## src/hdl/uart_echo_pkg.sv

```systemverilog
`default_nettype none

package uart_echo_pkg;

    // Status levels reported by the external UART chip
    typedef struct packed {
        logic data_ready;
        logic tbre;
        logic tsre;
    } uart_status_t;

    // Active-low strobes towards the UART chip
    typedef struct packed {
        logic rdn;
        logic wrn;
    } uart_strobe_t;

    // Two seven-segment patterns, bit 0 = a through bit 6 = g, active high
    typedef struct packed {
        logic [6:0] hi;
        logic [6:0] lo;
    } seg_pair_t;

    // Controller sequence, one step per state except the three wait states
    typedef enum logic [3:0] {
        INIT         = 4'd0,
        WAIT_RX      = 4'd1,
        READ_STROBE  = 4'd2,
        CAPTURE      = 4'd3,
        WRITE_SETUP  = 4'd4,
        WRITE_STROBE = 4'd5,
        WAIT_TBRE    = 4'd6,
        WAIT_TSRE    = 4'd7,
        WRITE_DONE   = 4'd8
    } ctrl_state_e;

endpackage

`default_nettype wire

```

## src/hdl/hex_to_segments.sv

```systemverilog
`default_nettype none

module hex_to_segments (
    input  wire logic [3:0] nibble,
    output logic      [6:0] segments
);

    // Patterns are gfedcba, a segment is lit when its bit is high
    always_comb begin
        case (nibble)
            4'h0: segments = 7'h3f;
            4'h1: segments = 7'h06;
            4'h2: segments = 7'h5b;
            4'h3: segments = 7'h4f;
            4'h4: segments = 7'h66;
            4'h5: segments = 7'h6d;
            4'h6: segments = 7'h7d;
            4'h7: segments = 7'h07;
            4'h8: segments = 7'h7f;
            4'h9: segments = 7'h6f;
            // Letters, b and d in lower case so they differ from 8 and 0
            4'ha: segments = 7'h77;
            4'hb: segments = 7'h7c;
            4'hc: segments = 7'h39;
            4'hd: segments = 7'h5e;
            4'he: segments = 7'h79;
            4'hf: segments = 7'h71;
            default: segments = 7'h00;
        endcase
    end

endmodule

`default_nettype wire

```

## src/hdl/byte_display.sv

```systemverilog
`default_nettype none

module byte_display
    import uart_echo_pkg::*;
(
    input  wire logic       CLK,
    input  wire logic       RST,
    input  wire logic [7:0] rx_byte,
    input  wire logic       rx_strobe,
    output logic      [7:0] lights,
    output seg_pair_t       segs
);

    logic [7:0] shown_byte;
    logic [6:0] seg_hi;
    logic [6:0] seg_lo;

    // Holds the received byte while the bus later carries the echo
    always_ff @(posedge CLK or negedge RST) begin
        if (!RST) begin
            shown_byte <= 8'h00;
        end else if (rx_strobe) begin
            shown_byte <= rx_byte;
        end
    end

    assign lights = shown_byte;

    // Upper nibble on the left digit
    hex_to_segments u_hex_hi (
        .nibble   (shown_byte[7:4]),
        .segments (seg_hi)
    );

    hex_to_segments u_hex_lo (
        .nibble   (shown_byte[3:0]),
        .segments (seg_lo)
    );

    assign segs.hi = seg_hi;
    assign segs.lo = seg_lo;

endmodule

`default_nettype wire

```

## src/hdl/uart_bus_ctrl.sv

```systemverilog
`default_nettype none

module uart_bus_ctrl
    import uart_echo_pkg::*;
#(
    parameter int STEP_LOG2 = 5
) (
    input  wire logic         CLK,
    input  wire logic         RST,

    // Chip side of the shared data bus
    input  wire uart_status_t status,
    input  wire logic [7:0]   bus_in,
    output uart_strobe_t      strobes,
    output logic      [7:0]   bus_out,
    output logic              bus_oe,

    // Towards the display
    output logic      [7:0]   rx_byte,
    output logic              rx_strobe
);

    //////////////////////////////
    // Step prescaler
    //////////////////////////////

    logic [STEP_LOG2-1:0] step_cnt;
    logic                 step_end;

    always_ff @(posedge CLK or negedge RST) begin
        if (!RST) begin
            step_cnt <= '0;
        end else begin
            step_cnt <= step_cnt + 1'b1;
        end
    end

    // Last cycle of a step before the counter wraps
    assign step_end = (step_cnt == {STEP_LOG2{1'b1}});

    //////////////////////////////
    // Sequencing FSM
    //////////////////////////////

    ctrl_state_e state;
    ctrl_state_e next_state;

    always_ff @(posedge CLK or negedge RST) begin
        if (!RST) begin
            state <= INIT;
        end else if (step_end) begin
            state <= next_state;
        end
    end

    // Used only at a step end so flags are sampled once per step
    always_comb begin
        next_state = state;
        case (state)
            INIT: begin
                next_state = WAIT_RX;
            end
            WAIT_RX: begin
                if (status.data_ready) begin
                    next_state = READ_STROBE;
                end
            end
            READ_STROBE: begin
                next_state = CAPTURE;
            end
            CAPTURE: begin
                next_state = WRITE_SETUP;
            end
            // Bus is driven here one step ahead of the write strobe
            WRITE_SETUP: begin
                next_state = WRITE_STROBE;
            end
            WRITE_STROBE: begin
                next_state = WAIT_TBRE;
            end
            WAIT_TBRE: begin
                if (status.tbre) begin
                    next_state = WAIT_TSRE;
                end
            end
            WAIT_TSRE: begin
                if (status.tsre) begin
                    next_state = WRITE_DONE;
                end
            end
            // Loop back for the next byte
            WRITE_DONE: begin
                next_state = WAIT_RX;
            end
            default: begin
                next_state = INIT;
            end
        endcase
    end

    //////////////////////////////
    // Strobes and bus direction
    //////////////////////////////

    // Low for exactly one step each
    assign strobes.rdn = (state != READ_STROBE);
    assign strobes.wrn = (state != WRITE_STROBE);

    // Held from setup until the shift register has drained
    always_comb begin
        case (state)
            WRITE_SETUP,
            WRITE_STROBE,
            WAIT_TBRE,
            WAIT_TSRE: begin
                bus_oe = 1'b1;
            end
            default: begin
                bus_oe = 1'b0;
            end
        endcase
    end

    //////////////////////////////
    // Captured byte and echo
    //////////////////////////////

    logic       capture_en;
    logic [7:0] data_q;

    // Last cycle of the read strobe while the chip still drives the bus
    assign capture_en = step_end && (state == READ_STROBE);

    always_ff @(posedge CLK) begin
        if (capture_en) begin
            data_q <= bus_in;
        end
    end

    assign rx_strobe = capture_en;

    // The display loads on the same edge as data_q and takes the
    // byte straight from the bus in the capture cycle
    assign rx_byte = capture_en ? bus_in : data_q;

    // Echo value wraps 8'hff to 8'h00
    assign bus_out = data_q + 8'd1;

endmodule

`default_nettype wire

```

## src/hdl/uart_echo_top.sv

```systemverilog
`default_nettype none

module uart_echo_top
    import uart_echo_pkg::*;
#(
    parameter int STEP_LOG2 = 5
) (
    input  wire logic         CLK,
    input  wire logic         RST,

    // UART chip bus split into in, out and enable for the pad wrapper
    input  wire uart_status_t status,
    input  wire logic [7:0]   bus_in,
    output uart_strobe_t      strobes,
    output logic      [7:0]   bus_out,
    output logic              bus_oe,

    // Board display
    output logic      [7:0]   lights,
    output seg_pair_t         segs,

    // RAM sharing the data bus is kept off
    output logic              ram_en,
    output logic              ram_oe,
    output logic              ram_we
);

    //////////////////////////////
    // Internal connections
    //////////////////////////////

    logic [7:0] rx_byte;
    logic       rx_strobe;

    uart_bus_ctrl #(
        .STEP_LOG2 (STEP_LOG2)
    ) u_ctrl (
        .CLK       (CLK),
        .RST       (RST),
        .status    (status),
        .bus_in    (bus_in),
        .strobes   (strobes),
        .bus_out   (bus_out),
        .bus_oe    (bus_oe),
        .rx_byte   (rx_byte),
        .rx_strobe (rx_strobe)
    );

    byte_display u_display (
        .CLK       (CLK),
        .RST       (RST),
        .rx_byte   (rx_byte),
        .rx_strobe (rx_strobe),
        .lights    (lights),
        .segs      (segs)
    );

    //////////////////////////////
    // RAM tie-offs
    //////////////////////////////

    // Active-low enables held inactive so the RAM never drives the bus
    assign ram_en = 1'b1;
    assign ram_oe = 1'b1;
    assign ram_we = 1'b1;

endmodule

`default_nettype wire

```

## config.mk

```make
export PLATFORM = sky130hd
export DESIGN_NAME = uart_echo_top
export DESIGN_NICKNAME = d
export VERILOG_FILES = /design/src/hdl/uart_echo_pkg.sv /design/src/hdl/hex_to_segments.sv /design/src/hdl/byte_display.sv /design/src/hdl/uart_bus_ctrl.sv /design/src/hdl/uart_echo_top.sv
export SDC_FILE = /design/constraint.sdc
export NUM_CORES = 1
export LEC_CHECK = 0
export BUFFER_PORTS_ARGS = -buffer_cell sky130_fd_sc_hd__buf_2
export CAP_MARGIN = 30
export CORE_MARGIN = 2
export CORE_UTILIZATION = 50
export CTS_CLUSTER_SIZE = 16
export DETAILED_ROUTE_END_ITERATION = 12
export PLACE_DENSITY = 0.75
export SYNTH_ARGS = -nofsm -noshare
export SYNTH_HDL_FRONTEND = slang
export SYNTH_SLANG_ARGS = --single-unit
```

## constraint.sdc

```tcl
create_clock -name CLK -period 3.2 [get_ports CLK]
set_clock_uncertainty 0.1 [all_clocks]
set_input_delay 0.32 -clock CLK [delete_from_list [all_inputs] [get_ports CLK]]
set_output_delay 0.32 -clock CLK [all_outputs]
set_load 0.005 [all_outputs]
```

# Word-level counts from Yosys, hierarchy flattened
# Memory sizes are Yosys's and may differ from the RTL's.
# Cells that the tools add are included.
# W data, S select, Z words.
# word_totals
out_inout_bits	36
rom_bits	224
regBits	25
memories	2
input_bits	13
wordCells	32
# op_classes
n_eq_ne	14
muxes	5
n_addsub	2
reduce_logical	5
# mem_list
memory	depth	word_bits	read_ports	rd_ports_with_merged_regs	write_ports	line_no	rtl
(name not given)	16	7	1	0	0	hex_to_segments.sv:10	case (nibble)
(name not given)	16	7	1	0	0	hex_to_segments.sv:10	
# ops
operator	count
$pmux W4 S8	1
$eq A4 B3 Y1 const B	4
$mux W4	3
$add A8 B1 Y8 const B	1
$eq A4 B2 Y1 const B	2
$ne A2 B2 Y1 const B	3
$add A5 B1 Y5 const B	1
$eq A5 B5 Y1 const B	1
$eq A4 B1 Y1 const B	1
$eq A4 B4 Y1 const B	1
$logic_not A4 Y1	1
$ne A4 B2 Y1 const B	1
$ne A4 B3 Y1 const B	1
$reduce_and A4 Y1	1
$reduce_or A4 Y1	1
$reduce_or A2 Y1	1
$logic_and A1 B1 Y1	1
$mux W1	1

# Longest topological paths before layout
# depth
depth_word	3
ltp_mapped	6
mapped_depth_nobuf	6

# Cells and area by module
# A second synthesis with hierarchy kept.
# hier_totals
hier_cells	164
area_unflattened_um2	1801.7
# by_module_without_submodules
module	cells_each	instances	seq_area_each_um2	area_each_um2
uart_bus_ctrl	77	1	385.4	868.3
hex_to_segments	33	2	0.0	287.8
byte_display	17	1	200.2	331.6
uart_echo_top	4	1	0.0	26.3

# Worst setup path before layout
# Ideal clock, no wire load.
# synth_path
path_type	flip-flop to output port
from	register u_display.shown_byte[1] (netlist: u_display.lights[1])
to	output segs[3] in the netlist's numbering
path_buffers	0
path_stages_with_launch	6
arrival_time_ps	1344
required_time_ps	2780
slack_ps	1436
path_cell_list	dfrtp_1 > inv_1 > ha_1 > inv_1 > mux4_2 > inv_1
# synth_rtl
item	line_no	rtl
from (decl)	byte_display.sv:14	logic [7:0] shown_byte;
from (signal assigned)	byte_display.sv:23	shown_byte <= rx_byte;
to (decl)	uart_echo_top.sv:20	output seg_pair_t segs,

==> flow_summary.toml <==
[run_status]
outcome = "finished clean"

[global_route]
grt_max_degree = 18
antenna_found_initial = 0
overflow = 0
grt_use_total_pct = 17.1
grt_pass1_vias = 1113
grt_pass1_wl_um = 4850

[cells_and_area]
drive_gt1_share_pct = 31.3
nFillCells = 277
stdcell_area_um2 = 1920
area_growth_pct = 16.2
antenna_cells = 0
instances_no_fill = 245
nets = 232

[pwr]
combPwrFrac_pct = 15.0
internal-power_uw = 425
switching_share_pct = 26.1
power_frac_clock_pct = 24.5
leakage_uw = 0.000926
powerDensity_nw_per_um2 = 300
power.switching_uw = 150
pwr-share-seq_pct = 60.5
ir_worst_vdd_uv = 254

[floorplanning]
row_count = 20
chipHeight_um = 61.4
die_w_um = 61.4
core_um2 = 3100
start_util_pct = 53.1
fp.dieArea_um2 = 3770
ios = 49

[clock_network]
cts.htree.levels = 1
cts.root.buffer_cell = "clkbuf_4"
insertion_delay_ns = 0.32
cts.sink_count = 25
cts_setup_buffers = 0
cts_buffers = 3
cts_tree = "built"
cts_buffer_depth = 2
path_clk_slew_ns = 0.14

[logic_synthesis]
synth_cell_type_count = 42
synth_top_cell_area_share_pct = 25.8
seq_area_frac_synth_pct = 40.4
dominantRegCellSynth = "dfrtp_1"
netlist_instances = 159
avgSynthCellArea_um2 = 10.4
synthArstFlopShare_pct = 68.0
synth_edf_count = 8
synth_top_area_cell = "dfrtp_1"
synth_area_um2 = 1650
ys_ff_latch = 25
ys_warn_count = 0
yosys-top-cells-area = "dfrtp_1 26%, edfxtp_1 15%, ha_1 13%"

[timing]
rsz0062_at_grt = "false"
setup_viol = 0
period_needed_ns = 2.29
fin_setup_tns_ns = 0
fmax_ghz = 0.437
report.final.slew_viol_count = 0
fin_crit_sh_pct = 71.6
hold_violations = 0
fin_ws_ns = 0.910

[critical_path]
critPathArrivalTime_ns = 1.87
cp_max_fo = 7
cp_data_required_time_ns = 2.78
path_class = "reg2out"
start_kind = "flip-flop"
crit_slowest_cell = "dfrtp_1"
worstSetupEndpointType = "output port"
cp_cell_sequence = "inv_1 > ha_1 > inv_1 > mux4_2 > inv_1 > buf_2"
slowest_delay_ns = 0.48
critPathMostFrequentCell = "inv_1"

[placement]
numPortBuffers = 45
dp_hpwl_um = 2540
dp_slack_ns = 1.28
placed_cell_area_um2 = 1880
gp_congestion = 0.868
placedCellCount = 240

[routing]
dr_total_vias = 1272
drtIter0Drc = 55
viasPerCell = 5.19
avgRoutedWirePerCell_um = 13.1
totalWireLength_um = 3220
drcViolationCount = 0
dr.pass1.iters = 4
postRouteAntennaNets = 0

[run]
drv_cap = 0

[min_path]
hold_class = "in2reg"
synthesized netlist by cell type, types with 3 or more instances:
| cell type | instances |
|---|---|
| dfrtp_1 | 17 |
| xor2_1 | 3 |
| mux2_2 | 10 |
| ha_1 | 17 |
| edfxtp_1 | 8 |
| buf_4 | 3 |
| nand2_1 | 10 |
| o21ai_0 | 8 |
| inv_1 | 15 |
| nor2b_1 | 7 |
| a21oi_1 | 9 |
| clkbuf_1 | 4 |
| nand3_1 | 7 |
| xnor2_1 | 5 |
state kept, by name, indices dropped and copies added, names as in the netlist:
name	cells
u_display.lights	8
u_ctrl.step_cnt	5
u_ctrl.data_q	8
u_ctrl.state	4
through the flow:
step	total power, µW	hold slack (ns)	utilization [%]
after floorplan	401	-0.0756	-
after global placement	437	0.149	60.5
after detailed placement	441	0.161	60.5
after CTS	579	0.0841	61.7
after global routing	601	0.0656	61.7
final	575	0.0862	61.7
final cells by class:
cell class                      count  area (µm²)  share of cell area (%)
Timing Repair Buffer               46         235                    12.3
Tap cell                           44        55.1                    2.87
Inverter                           15        56.3                    2.94
Multi-Input combinational cell    111         876                    45.7
Clock inverter                      1        5.00                   0.261
Sequential cell                    25         666                    34.7
Clock buffer                        3        22.5                    1.18
cell usage in the layout, fill, tap and decap left out, types with 2 or more instances in the layout:
master     n
o22ai_1    2
and3_1     2
edfxtp_1   8
nor2b_1    7
nand3_1    7
inv_1     15
buf_2     45
a21oi_1    9
a211oi_1   2
a31oi_1    2
o21ai_0    8
nand2b_1   2
conb_1     3
clkbuf_4   3
nor2_1     2
nor3_1     2
xnor2_1    5
nand2_1   10
xor2_1     3
mux2_2    10
ha_1      17
o21a_1     2
dfrtp_1   17
per-layer routing:
layer | part of all wire, % | track usage, %
met5 | 0 | 0
met4 | 0.40 | 2.74
met3 | 5.1 | 4.62
met2 | 50 | 29.6
met1 | 45 | 22.1
repair_timing:
action,4_1_cts,5_1_grt
hold buffers,1,0
hold endpoints to repair,17,0
gates resized for setup,0,0
cells by family (layout without fill, tap and decap cells):
logic type | count (synthesis) | in the layout | share of synthesized area, %
other | 1 | 3 | 0.228
AOI/OAI and AO/OA | 33 | 33 | 12.8
and+or+nand+nor | 38 | 38 | 13.7
adders and majority gates | 17 | 17 | 12.9
DFF | 25 | 25 | 40.4
buffers and inverters | 25 | 65 | 6.91
xor gates and xnor gates | 8 | 8 | 4.25
muxes | 12 | 12 | 8.81
worst paths after layout:
check	from	end	slack, ns	cells after the start
min in group asynchronous	RST	u_ctrl.state[3]	0.32	2
max in group asynchronous	RST	u_ctrl.state[1]	2.42	2
hold reg to reg	u_ctrl.step_cnt[0]	u_ctrl.step_cnt[0]	0.36	1
hold / removal	bus_in[1]	u_ctrl.data_q[1]	0.09	1
setup reg to reg	u_ctrl.step_cnt[0]	u_ctrl.data_q[2]	1.34	5
setup / recovery	u_display.lights[1]	segs[3]	0.91	6
power groups by stage:
stage          registers [µW]  logic (µW)  clock network (µW)
2_1_floorplan             348        52.7                   0
3_3_place_gp              354        83.1                   0
3_5_place_dp              354        86.3                   0
4_1_cts                   348        87.5                 143
5_1_grt                   350        97.2                 154
6_report                  348        86.4                 141
critical path: cells and delay by family (launching register included):
kind	cells	cell delay (ns)
muxes	1	0.45
DFF	1	0.48
adders and majority gates	1	0.29
buffers and inverters	4	0.34
Power figures use the tool's default switching activity.
